### config.mk
export PLATFORM = sky130hd
export DESIGN_NAME = lc3b_core_top
export DESIGN_NICKNAME = d
export VERILOG_FILES = /design/src/common/lc3b_isa_pkg.sv /design/src/common/lc3b_pipe_pkg.sv /design/src/common/retire_if.sv /design/src/verilog/instr_intake.sv /design/src/pipeline/forwarding_controller.sv /design/src/pipeline/lc3b_pipeline.sv /design/src/verilog/retire_port.sv /design/src/verilog/lc3b_core_top.sv
export VERILOG_INCLUDE_DIRS = /design/src /design/src/common
export SDC_FILE = /design/constraint.sdc
export NUM_CORES = 1
export LEC_CHECK = 0
export ABC_CLOCK_PERIOD_IN_PS = 12900
export BUFFER_PORTS_ARGS = -buffer_cell sky130_fd_sc_hd__buf_2
export CAP_MARGIN = 40
export CORE_MARGIN = 1
export CORE_UTILIZATION = 30
export DETAILED_ROUTE_END_ITERATION = 6
export SLEW_MARGIN = 0
export SYNTH_ARGS = -nofsm -noshare
export SYNTH_HDL_FRONTEND = slang
export SYNTH_SLANG_ARGS = --single-unit
### constraint.sdc
create_clock -name clk -period 12.9 [get_ports clk]
set_input_delay 0.645 -clock clk [delete_from_list [all_inputs] [get_ports clk]]
set_output_delay 0.645 -clock clk [all_outputs]
set_load 0.02 [all_outputs]
### src/common/lc3b_macros.svh
`ifndef LC3B_MACROS_SVH
`define LC3B_MACROS_SVH

// Architectural register count
`define LC3B_NUM_REGS 8

// Retire queue depth and its pointer width
`define LC3B_RETIRE_DEPTH 4
`define LC3B_RETIRE_PTR_W 2

`endif

### src/common/lc3b_isa_pkg.sv
package lc3b_isa_pkg;

    typedef logic [15:0] lc3b_word;         // Data and instruction word
    typedef logic [2:0] lc3b_reg;           // Register index
    typedef logic signed [4:0] lc3b_imm5;   // ADD/AND immediate
    typedef logic [3:0] lc3b_imm4;          // SHF amount

    typedef enum logic [3:0] {
        op_br   = 4'b0000,
        op_add  = 4'b0001,
        op_ldb  = 4'b0010,
        op_stb  = 4'b0011,
        op_jsr  = 4'b0100,
        op_and  = 4'b0101,
        op_ldr  = 4'b0110,
        op_str  = 4'b0111,
        op_rti  = 4'b1000,
        op_not  = 4'b1001,
        op_ldi  = 4'b1010,
        op_sti  = 4'b1011,
        op_jmp  = 4'b1100,
        op_shf  = 4'b1101,
        op_lea  = 4'b1110,
        op_trap = 4'b1111
    } lc3b_opcode;

    // Register writers of the supported subset
    function automatic logic op_writes_reg(input lc3b_opcode op);
        return (op == op_add) || (op == op_and) || (op == op_not) || (op == op_shf);
    endfunction

endpackage

### src/common/lc3b_pipe_pkg.sv
package lc3b_pipe_pkg;

    // Bypass select per EX source operand
    typedef enum logic [1:0] {
        fwd_none   = 2'b00,     // Register file value
        fwd_ex_mem = 2'b01,     // Younger result, one stage ahead
        fwd_mem_wb = 2'b10      // Older result, two stages ahead
    } fwd_sel_t;

    typedef enum logic [1:0] {
        intake_idle,
        intake_hold,            // Word captured, waiting to issue
        intake_ack,
        intake_wait_drop        // Ack high until the source drops req
    } intake_state_t;

    typedef enum logic {
        retire_idle,
        retire_req
    } retire_state_t;

    // One queued report, destination in the upper bits
    typedef logic [$bits(lc3b_isa_pkg::lc3b_reg) + $bits(lc3b_isa_pkg::lc3b_word) - 1:0]
        retire_rec_t;

endpackage

### src/common/retire_if.sv
interface retire_if;
    import lc3b_isa_pkg::*;

    logic     wb_valid;     // One record per register write
    lc3b_reg  wb_dr;
    lc3b_word wb_data;
    logic     freeze;       // Queue near full, stall everything

    modport pipe (
        output wb_valid,
        output wb_dr,
        output wb_data,
        input  freeze
    );

    modport port (
        input  wb_valid,
        input  wb_dr,
        input  wb_data,
        output freeze
    );

endinterface

### src/verilog/instr_intake.sv
module instr_intake (
    input  logic                   clk,
    input  logic                   rst_n,
    input  logic                   instr_req,
    input  lc3b_isa_pkg::lc3b_word instr,
    output logic                   instr_ack,
    input  logic                   freeze,
    output logic                   issue_valid,
    output lc3b_isa_pkg::lc3b_word issue_ir
);
    import lc3b_isa_pkg::*;
    import lc3b_pipe_pkg::*;

    intake_state_t state;
    intake_state_t state_next;
    lc3b_word      ir_q;        // Captured instruction
    logic          accept;

    assign accept = (state == intake_idle) && instr_req && !freeze;

    always_ff @(posedge clk) begin
        if (!rst_n) begin
            state <= intake_idle;
        end else begin
            state <= state_next;
        end
    end

    always_ff @(posedge clk) begin
        if (accept) begin
            ir_q <= instr;
        end
    end

    always_comb begin
        state_next = state;
        case (state)
            intake_idle: begin
                if (accept) begin
                    state_next = intake_hold;
                end
            end
            intake_hold: begin
                if (!freeze) begin
                    state_next = intake_ack;    // Issued this cycle
                end
            end
            intake_ack: begin
                state_next = instr_req ? intake_wait_drop : intake_idle;
            end
            intake_wait_drop: begin
                if (!instr_req) begin
                    state_next = intake_idle;
                end
            end
            default: state_next = intake_idle;
        endcase
    end

    // Single issue pulse on the first unfrozen cycle after capture
    assign issue_valid = (state == intake_hold) && !freeze;
    assign issue_ir    = ir_q;
    assign instr_ack   = (state == intake_ack) || (state == intake_wait_drop);

endmodule

### src/pipeline/forwarding_controller.sv
module forwarding_controller (
    input  lc3b_isa_pkg::lc3b_word  ir_ex,
    input  lc3b_isa_pkg::lc3b_word  ir_ex_mem,
    input  lc3b_isa_pkg::lc3b_word  ir_mem_wb,
    output lc3b_pipe_pkg::fwd_sel_t forward_a,
    output lc3b_pipe_pkg::fwd_sel_t forward_b
);
    import lc3b_isa_pkg::*;
    import lc3b_pipe_pkg::*;

    lc3b_opcode op_ex;
    lc3b_opcode op_ex_mem;
    lc3b_opcode op_mem_wb;
    lc3b_reg    sr1;
    lc3b_reg    sr2;
    lc3b_reg    dr_ex_mem;
    lc3b_reg    dr_mem_wb;
    logic       ex_mem_has_dr;
    logic       mem_wb_has_dr;
    logic       uses_sr1;
    logic       uses_sr2;

    assign op_ex     = lc3b_opcode'(ir_ex[15:12]);
    assign op_ex_mem = lc3b_opcode'(ir_ex_mem[15:12]);
    assign op_mem_wb = lc3b_opcode'(ir_mem_wb[15:12]);
    assign sr1       = ir_ex[8:6];
    assign sr2       = ir_ex[2:0];
    assign dr_ex_mem = ir_ex_mem[11:9];
    assign dr_mem_wb = ir_mem_wb[11:9];

    // Bubbles decode as BR and never match
    assign ex_mem_has_dr = op_writes_reg(op_ex_mem);
    assign mem_wb_has_dr = op_writes_reg(op_mem_wb);

    always_comb begin
        uses_sr1 = 1'b0;
        uses_sr2 = 1'b0;
        case (op_ex)
            op_add, op_and: begin
                uses_sr1 = 1'b1;
                uses_sr2 = !ir_ex[5];   // Register form only
            end
            op_not, op_shf: begin
                uses_sr1 = 1'b1;
            end
            default: begin
                uses_sr1 = 1'b0;
                uses_sr2 = 1'b0;
            end
        endcase
    end

    // EX_MEM holds the younger result, so it is checked first
    always_comb begin
        forward_a = fwd_none;
        if (uses_sr1 && ex_mem_has_dr && (dr_ex_mem == sr1)) begin
            forward_a = fwd_ex_mem;
        end else if (uses_sr1 && mem_wb_has_dr && (dr_mem_wb == sr1)) begin
            forward_a = fwd_mem_wb;
        end
    end

    always_comb begin
        forward_b = fwd_none;
        if (uses_sr2 && ex_mem_has_dr && (dr_ex_mem == sr2)) begin
            forward_b = fwd_ex_mem;
        end else if (uses_sr2 && mem_wb_has_dr && (dr_mem_wb == sr2)) begin
            forward_b = fwd_mem_wb;
        end
    end

endmodule

### src/pipeline/lc3b_pipeline.sv
`include "lc3b_macros.svh"

module lc3b_pipeline (
    input  logic                   clk,
    input  logic                   rst_n,
    input  logic                   issue_valid,
    input  lc3b_isa_pkg::lc3b_word issue_ir,
    retire_if.pipe                 wb
);
    import lc3b_isa_pkg::*;
    import lc3b_pipe_pkg::*;

    lc3b_word   regs [`LC3B_NUM_REGS];
    lc3b_word   id_ir;
    lc3b_word   idex_ir;
    lc3b_word   idex_a;
    lc3b_word   idex_b;
    lc3b_word   exmem_ir;
    lc3b_word   exmem_res;
    lc3b_word   memwb_ir;
    lc3b_word   memwb_res;
    lc3b_opcode issue_op;
    lc3b_opcode ex_op;
    lc3b_opcode wb_op;
    lc3b_reg    id_sr1;
    lc3b_reg    id_sr2;
    lc3b_reg    wb_dr_w;
    lc3b_word   rd_a;
    lc3b_word   rd_b;
    fwd_sel_t   forward_a;
    fwd_sel_t   forward_b;
    lc3b_word   alu_a;
    lc3b_word   alu_b;
    lc3b_word   alu_res;
    lc3b_word   imm_ext;
    lc3b_imm5   imm5;
    lc3b_imm4   shamt;
    logic       issue_ok;
    logic       advance;
    logic       rf_we;

    assign advance  = !wb.freeze;
    assign issue_op = lc3b_opcode'(issue_ir[15:12]);
    assign issue_ok = issue_valid && op_writes_reg(issue_op);  // Others become bubbles

    // ID stage with write-through from WB
    assign id_sr1 = id_ir[8:6];
    assign id_sr2 = id_ir[2:0];
    assign rd_a   = (rf_we && (wb_dr_w == id_sr1)) ? memwb_res : regs[id_sr1];
    assign rd_b   = (rf_we && (wb_dr_w == id_sr2)) ? memwb_res : regs[id_sr2];

    always_ff @(posedge clk) begin
        if (!rst_n) begin
            id_ir    <= '0;
            idex_ir  <= '0;
            exmem_ir <= '0;
            memwb_ir <= '0;
        end else if (advance) begin
            id_ir    <= issue_ok ? issue_ir : '0;
            idex_ir  <= id_ir;
            exmem_ir <= idex_ir;
            memwb_ir <= exmem_ir;
        end
    end

    always_ff @(posedge clk) begin
        if (advance) begin
            idex_a    <= rd_a;
            idex_b    <= rd_b;
            exmem_res <= alu_res;
            memwb_res <= exmem_res;     // MEM stage passes data through
        end
    end

    forwarding_controller u_fwd (
        .ir_ex     (idex_ir),
        .ir_ex_mem (exmem_ir),
        .ir_mem_wb (memwb_ir),
        .forward_a (forward_a),
        .forward_b (forward_b)
    );

    always_comb begin
        case (forward_a)
            fwd_ex_mem: alu_a = exmem_res;
            fwd_mem_wb: alu_a = memwb_res;
            default:    alu_a = idex_a;
        endcase
        case (forward_b)
            fwd_ex_mem: alu_b = exmem_res;
            fwd_mem_wb: alu_b = memwb_res;
            default:    alu_b = idex_b;
        endcase
    end

    // EX stage ALU
    assign ex_op   = lc3b_opcode'(idex_ir[15:12]);
    assign imm5    = idex_ir[4:0];
    assign shamt   = idex_ir[3:0];
    assign imm_ext = {{11{imm5[4]}}, imm5};

    always_comb begin
        case (ex_op)
            op_add: alu_res = alu_a + (idex_ir[5] ? imm_ext : alu_b);
            op_and: alu_res = alu_a & (idex_ir[5] ? imm_ext : alu_b);
            op_not: alu_res = ~alu_a;
            op_shf: begin
                if (!idex_ir[4]) begin
                    alu_res = alu_a << shamt;       // LSHF
                end else if (!idex_ir[5]) begin
                    alu_res = alu_a >> shamt;       // RSHFL
                end else begin
                    alu_res = lc3b_word'($signed(alu_a) >>> shamt);
                end
            end
            default: alu_res = '0;
        endcase
    end

    // WB stage
    assign wb_op   = lc3b_opcode'(memwb_ir[15:12]);
    assign wb_dr_w = memwb_ir[11:9];
    assign rf_we   = op_writes_reg(wb_op) && advance;

    always_ff @(posedge clk) begin
        if (!rst_n) begin
            for (int i = 0; i < `LC3B_NUM_REGS; i++) begin
                regs[i] <= '0;
            end
        end else if (rf_we) begin
            regs[wb_dr_w] <= memwb_res;
        end
    end

    assign wb.wb_valid = rf_we;
    assign wb.wb_dr    = wb_dr_w;
    assign wb.wb_data  = memwb_res;

endmodule

### src/verilog/retire_port.sv
`include "lc3b_macros.svh"

module retire_port (
    input  logic                   clk,
    input  logic                   rst_n,
    retire_if.port                 wb,
    output logic                   ret_req,
    output lc3b_isa_pkg::lc3b_reg  ret_dr,
    output lc3b_isa_pkg::lc3b_word ret_data,
    input  logic                   ret_ack
);
    import lc3b_pipe_pkg::*;

    retire_rec_t                   queue [`LC3B_RETIRE_DEPTH];
    logic [`LC3B_RETIRE_PTR_W-1:0] wr_ptr;
    logic [`LC3B_RETIRE_PTR_W-1:0] rd_ptr;
    logic [`LC3B_RETIRE_PTR_W:0]   count;
    retire_state_t                 state;
    logic                          push;
    logic                          pop;

    assign push = wb.wb_valid;
    assign pop  = (state == retire_req) && ret_ack;

    // Leave room for a record already in flight
    assign wb.freeze = count >= (`LC3B_RETIRE_PTR_W + 1)'(`LC3B_RETIRE_DEPTH - 1);

    always_ff @(posedge clk) begin
        if (push) begin
            queue[wr_ptr] <= {wb.wb_dr, wb.wb_data};
        end
    end

    always_ff @(posedge clk) begin
        if (!rst_n) begin
            wr_ptr <= '0;
            rd_ptr <= '0;
            count  <= '0;
        end else begin
            if (push) begin
                wr_ptr <= wr_ptr + 1'b1;    // Wraps at the queue depth
            end
            if (pop) begin
                rd_ptr <= rd_ptr + 1'b1;
            end
            case ({push, pop})
                2'b10:   count <= count + 1'b1;
                2'b01:   count <= count - 1'b1;
                default: count <= count;
            endcase
        end
    end

    // Four-phase sender, next record only once ack is low
    always_ff @(posedge clk) begin
        if (!rst_n) begin
            state <= retire_idle;
        end else begin
            case (state)
                retire_idle: if ((count != '0) && !ret_ack) state <= retire_req;
                retire_req:  if (ret_ack) state <= retire_idle;
                default:     state <= retire_idle;
            endcase
        end
    end

    // Head record held steady while req is up
    always_ff @(posedge clk) begin
        if (state == retire_idle) begin
            {ret_dr, ret_data} <= queue[rd_ptr];
        end
    end

    assign ret_req = (state == retire_req);

endmodule

### src/verilog/lc3b_core_top.sv
module lc3b_core_top (
    input  logic                   clk,
    input  logic                   rst_n,
    input  logic                   instr_req,
    input  lc3b_isa_pkg::lc3b_word instr,
    output logic                   instr_ack,
    output logic                   ret_req,
    output lc3b_isa_pkg::lc3b_reg  ret_dr,
    output lc3b_isa_pkg::lc3b_word ret_data,
    input  logic                   ret_ack
);
    import lc3b_isa_pkg::*;

    logic     issue_valid;
    lc3b_word issue_ir;

    retire_if wb_bus ();    // Writeback records and freeze

    instr_intake u_intake (
        .clk         (clk),
        .rst_n       (rst_n),
        .instr_req   (instr_req),
        .instr       (instr),
        .instr_ack   (instr_ack),
        .freeze      (wb_bus.freeze),
        .issue_valid (issue_valid),
        .issue_ir    (issue_ir)
    );

    lc3b_pipeline u_pipeline (
        .clk         (clk),
        .rst_n       (rst_n),
        .issue_valid (issue_valid),
        .issue_ir    (issue_ir),
        .wb          (wb_bus.pipe)
    );

    retire_port u_retire (
        .clk      (clk),
        .rst_n    (rst_n),
        .wb       (wb_bus.port),
        .ret_req  (ret_req),
        .ret_dr   (ret_dr),
        .ret_data (ret_data),
        .ret_ack  (ret_ack)
    );

endmodule

======== Yosys cells after proc, flatten, opt, wreduce, memory -nomap -nowiden ========
Memories as Yosys holds them, arrays and structs flattened. A register that Yosys moved wholly into a read port is not among the register bits.
Index checks and enable logic that the tools add are counted.
word-level totals
  register bits after elaboration ......... 154
  RAM bits ................................ 204
  output and inout port bits .............. 21
  memories kept ........................... 2
operators by class
  $add $sub $neg .......................... 5
  $lt $le $gt $ge ......................... 1
  eq/ne operators ......................... 34
  shift operators ......................... 3
  multiplexer cells ....................... 36
  bitwise logic cells ..................... 3
  reduce and logical (&&, ||, !) cells .... 38
memory list
  memory           depth  width  rd ports  clocked after memory_dff  wr ports  line                 text
  u_pipeline.regs  8      16     2         2                         8         lc3b_pipeline.sv:13  lc3b_word regs [`LC3B_NUM_REGS];
  u_retire.queue   4      19     1         1                         1         retire_port.sv:14    retire_rec_t queue [`LC3B_RETIRE_DEPTH];
operator list
  operator                                                               number
  16-bit 2-to-1 mux                                                      7
  16-bit one-hot mux with 2 select lines                                 2
  16-bit one-hot mux with 4 select lines                                 1
  4-bit equality test, second input constant                             8
  3-bit equality test                                                    6
  1-bit logical AND                                                      17
  16-bit adder                                                           1
  16-bit AND                                                             1
  4-bit by 1-bit equality test with 1-bit output, second input constant  4
  4-bit by 3-bit equality test with 1-bit output, second input constant  4
  2-bit 2-to-1 mux                                                       8
  16-bit inverter                                                        1
  16-bit OR reduction                                                    1
  16-bit by 4-bit << shifter with 16-bit output                          1
  16-bit by 4-bit >> shifter with 16-bit output                          1
  16-bit by 4-bit >>> shifter with 16-bit output                         1
  3-bit 2-to-1 mux                                                       5
  2-bit equality test, second input constant                             5
  1-bit logical OR                                                       10
  1-bit 2-to-1 mux                                                       10
  2-bit by 1-bit equality test with 1-bit output, second input constant  4
  2-bit one-hot mux with 4 select lines                                  1
  3-bit one-hot mux with 2 select lines                                  1
  2-bit by 1-bit adder with 2-bit output, second input constant          2
  other kinds (14)                                                       18

======== Longest topological paths before layout ========
  depth in word-level cells ............... 14
  depth in mapped cells ................... 19
  mapped depth without buffers ............ 17

======== Modules after synthesis ========
A second synthesis with hierarchy kept.
second synthesis, totals
  cells, all modules ...................... 1528
  area total of the unflattened synthesis .. 19867.8 µm²
by module, submodules not included
  module                 instances  cells each  area an instance (µm²)
  lc3b_pipeline          1          1315        15327.2
  retire_port            1          165         3762.4
  instr_intake           1          26          586.8
  forwarding_controller  1          22          191.4

======== Worst setup path after synthesis ========
OpenSTA, ideal clock, no wires.
  path kind ............................... reg2reg
  from .................................... register u_pipeline.idex_ir[1]
  to ...................................... register u_pipeline.exmem_res[12] (data pin)
  data arrival time ....................... 4.271 ns
  data required time ...................... 12.630 ns
  setup slack ............................. 8.359 ns
  stages on the path, launching flop included .. 20
  clock period less this slack ............ 4.541 ns
  cell sequence ........................... dfxtp_1 > clkbuf_1 > buf_2 > xor2_1 > nor4_1 > nand2_1 > clkbuf_1 > mux2i_1 > nand2_1 > o21ai_0 > o21ai_0 > fa_1 > a21o_1 > a21oi_1 > o21ba_2 > o31ai_1 > o41ai_1 > xnor2_1 > a221oi_1 > o32ai_1
between the ends
  longest elaborated chain between the ends .. 9
  elaborated cells between the ends (all ways) .. 18
  those cells by class .................... add/sub (1); eq/ne (4); shift (3); mux (7); bitwise (1); reduce/logical (2)
RTL lines
  item                                                                                   line                                        text
  start: declaration                                                                     lc3b_pipeline.sv:15                         lc3b_word idex_ir;
  start signal: assignment                                                               lc3b_pipeline.sv:60                         idex_ir <= id_ir;
  3-bit equality test                                                                    forwarding_controller.sv:67                 end else if (uses_sr2 && mem_wb_has_dr && (dr_mem_wb == sr2)) begin
  1-bit logical AND                                                                      forwarding_controller.sv:67
  2-bit 2-to-1 mux                                                                       forwarding_controller.sv:67
  2-bit 2-to-1 mux                                                                       forwarding_controller.sv:65                 if (uses_sr2 && ex_mem_has_dr && (dr_ex_mem == sr2)) begin
  2-bit equality test or 2-bit by 1-bit equality test with 1-bit output (tied branches)  lc3b_pipeline.sv:89                         case (forward_b)
  16-bit one-hot mux with 2 select lines                                                 lc3b_pipeline.sv:89
  16-bit 2-to-1 mux                                                                      lc3b_pipeline.sv:104, lc3b_pipeline.sv:105
  16-bit adder or 16-bit AND (tied branches)                                             lc3b_pipeline.sv:104, lc3b_pipeline.sv:105
  16-bit one-hot mux with 4 select lines (*)                                             lc3b_pipeline.sv:103                        case (ex_op)
  net u_pipeline.alu_res[12]                                                             lc3b_pipeline.sv:34                         lc3b_word alu_res;
  end signal: assignment                                                                 lc3b_pipeline.sv:70                         exmem_res <= alu_res;
  end: declaration                                                                       lc3b_pipeline.sv:19                         lc3b_word exmem_res;
The timed path passes the listed nets; every way through them passes the cells marked *.
A chain may end at the register's enable or synchronous reset.

======== Worst setup path after layout ========
  from .................................... register u_pipeline.memwb_ir[9]
  to ...................................... register u_pipeline.exmem_res[12] (data pin)
between the ends
  longest elaborated chain between the ends .. 10
  elaborated cells between the ends (all ways) .. 24
  those cells by class .................... add/sub (1); eq/ne (6); shift (3); mux (10); bitwise (2); reduce/logical (2)
RTL lines
  item                                                  line                  text
  start: declaration                                    lc3b_pipeline.sv:20   lc3b_word memwb_ir;
  start signal: assignment                              lc3b_pipeline.sv:62   memwb_ir <= exmem_ir;
  branches (longest 9 deep; another with 16-bit adder)  --
  16-bit one-hot mux with 4 select lines (*)            lc3b_pipeline.sv:103
  net u_pipeline.alu_res[12]                            lc3b_pipeline.sv:34
Mark *: on every way through the listed nets, which the timed path passes.

==> impl_metrics.ini <==
[setup_path]
crit_path_end_kind = flip-flop
cp.arrival_ns = 5.24
start_kind = flip-flop
required_ns = 13.16
critPathKind = flip-flop to flip-flop
crit_fanout = 21

[route]
firstDrtPassIters = 5
drt.antenna.violating_nets = 0
vias = 12528
drt_iter0_drc = 1051
routed_wirelength_mm = 51.3
routed_via_density = 5.29
wl_per_cell_um = 21.7
drc = 0

[layout]
fin_cells = 2368
stdcell_area_mm2 = 0.0217
areaGrowthSynthToFinish_pct = 13.9
drive_above_1_share_pct = 20.1
n_fill_cell = 6093
fin_nets = 1541

[global_routing]
antenna_found_initial = 0
grtUsageTotal_pct = 16.0
grt_pass1_wl_mm = 78.2
grt_overflow = 0
grt_max_degree = 65
grt_pass1_vias = 12567

[power]
netSwitchingPower_uw = 567
seqPwrFrac_pct = 49.9
peakVddDrop_mv = 0.0727
switching_share_pct = 21.9
powerDensity_mw_per_mm2 = 120
p_clk_share_pct = 44.3
p_leak_uw = 0.00756
comb_power_share_pct = 5.7
intPower_uw = 2030

[clocking]
cts_setup_buffers = 0
htreeDepth = 2
cts-root-buf = clkbuf_16
tritoncts = yes
clock_latency_ns = 0.54
cts.path.max_buffers = 3
numCtsBuffers = 40
cts.sinks = 361
cts_resized = 0
postCtsHoldBufs = 0
clkTransAtPathRegs_ns = 0.06

[logic_synthesis]
avgSynthCellArea_um2 = 12.8
synth_area_leader_cell = edfxtp_1
seq_area_frac_synth_pct = 53.9
synth_edf_count = 303
ys_ff_latch = 361
synth_area_leaders = edfxtp_1 (48%), mux4_2 (13%), dfxtp_1 (6.1%), and2_1 (4.4%), mux2i_1 (3.6%)
synth_ff_type = edfxtp_1
synth_top_cell_area_share_pct = 47.8
synth_commonest_cells = edfxtp_1 (303), and2_1 (133), nand2_1 (119)
yosysMostFrequentCell = edfxtp_1
netlist_area_mm2 = 0.0190
postSynthCellCount = 1485
synthArstFlopShare_pct = 0
synth_fp_nets = 1528
yosysUniqueCellTypes = 79
yosys_warnings = 0

[sta]
worst_pin_slew_ns = 0.787
post-route-period-util_pct = 38.7
fin_crit_ns = 4.99
setup-tns-final_ns = 0
setup_viol = 0
fmax_mhz = 201
worst_clock_skew_ns = 0.0200
rsz0062_at_grt = no
hold_viol_final = 0
slew_violations = 0
relSlewSlack_pct = 47.5

[placement]
dpl.hpwl_mm = 35.0
placed_cells = 2293
io_buffers = 40
gp_routability_congestion = 0.901
place_area_mm2 = 0.0203

[die]
die-width_um = 254
pin_count = 41
die-area_mm2 = 0.0644
rows = 91
die_h_um = 254
start_util_pct = 30.6
core_mm2 = 0.0622

[job]
maxCapViolations = 0

[hold_path]
hold_class = input port to flip-flop

[status]
status = finished, final reports clean
[per-stage QoR]
stage / hold slack (ns) / utilization [%] / power, uW / setup WS (ns)
floorplan: 0.436 / - / 1410 / 8.36
global placement: 0.452 / 32.3 / 1460 / 7.69
detailed placement: 0.455 / 32.7 / 1460 / 8.00
CTS: 0.251 / 34.8 / 2620 / 7.97
global route: 0.257 / 34.8 / 2680 / 7.68
finish: 0.275 / 34.8 / 2590 / 7.91
[power by group through the flow]
stage	logic [uW]	registers (uW)	clock network, uW
4_1_cts	147	1290	1170
3_3_place_gp	141	1320	0
6_report	148	1300	1150
5_1_grt	159	1300	1220
3_5_place_dp	146	1320	0
2_1_floorplan	99.1	1310	0
[logic make-up after synthesis]
logic type / Yosys count / synth area share, %
compound gates: 276 / 9.41
xor+xnor: 36 / 1.66
fa+ha+maj: 23 / 1.59
buf+inv: 152 / 3.15
flops: 361 / 53.9
mux: 205 / 18.7
simple gates: 432 / 11.6
[critical path: stages (launching register included)]
cell	delay [ns]
dfxtp_1	0.79
xnor2_1	0.25
and4_4	0.50
mux2i_1	0.42
a21oi_1	0.17
ha_1	0.27
fa_1	0.47
a21o_1	0.21
a21oi_1	0.34
o21ba_2	0.23
o31ai_1	0.08
o41ai_1	0.40
xnor2_1	0.11
a221oi_1	0.31
o32ai_1	0.17
[worst paths after layout]
path	start	slack [ns]	endpoint	depth (start not counted)
worst max-delay path	u_pipeline.memwb_ir[9]$_SDFFE_PN0P_	7.91	u_pipeline.exmem_res[12]$_DFFE_PP_	14
worst min-delay path	ret_ack	0.27	u_retire.ret_req$_SDFF_PN0_	2
worst max register to register	u_pipeline.memwb_ir[9]$_SDFFE_PN0P_	7.91	u_pipeline.exmem_res[12]$_DFFE_PP_	14
worst min register to register	u_pipeline.id_ir[13]$_SDFFE_PN0P_	0.46	u_pipeline.idex_ir[13]$_SDFFE_PN0P_	2
[state kept, by name, indices dropped and copies added, names as in the netlist, named ones only]
name	count
u_pipeline.wb.wb_data	16
u_retire.count	3
u_pipeline.memwb_ir	5
u_intake.state	2
u_retire.ret_dr	3
u_retire.wr_ptr	2
u_pipeline.exmem_res	16
u_retire.ret_req	1
u_pipeline.idex_ir	16
u_retire.ret_data	16
u_pipeline.regs	128
u_retire.rd_ptr	2
u_intake.issue_ir	16
u_pipeline.id_ir	16
u_pipeline.idex_b	16
u_pipeline.exmem_ir	5
u_retire.queue	76
u_pipeline.idex_a	16
[metal layers]
metal	wire [um]	vias up	GRT usage, %
met4	1360	0	5.15
li1	-	5656	-
met2	24000	443	25.7
met3	3420	96	3.24
met1	22500	6333	21.5
met5	0	-	0
[layout make-up]
| class | count | area, um^2 | share of cell area [%] |
|---|---|---|---|
| clock inverter | 19 | 181 | 0.838 |
| antenna | 1 | 2.50 | 0.0116 |
| multi-input combinational | 972 | 8190 | 37.8 |
| tap | 837 | 1050 | 4.84 |
| sequential | 361 | 10300 | 47.4 |
| timing repair buffer | 89 | 699 | 3.23 |
| inverter | 34 | 129 | 0.595 |
| clock buffer | 55 | 1140 | 5.26 |
[layout by cell type, fill, tap and decap left out, types with 27 or more instances in the layout]
cell and n:
inv_1 27, buf_2 41, a21oi_1 67, o21ai_0 62, dfxtp_1 55, mux2i_1 69, nor2_1 88, a21boi_0 29
and2_1 133, nand2_1 119, buf_4 33, xnor2_1 28, mux4_2 114, edfxtp_1 303, clkbuf_16 42
No activity file was read; power rests on OpenSTA's default activity.
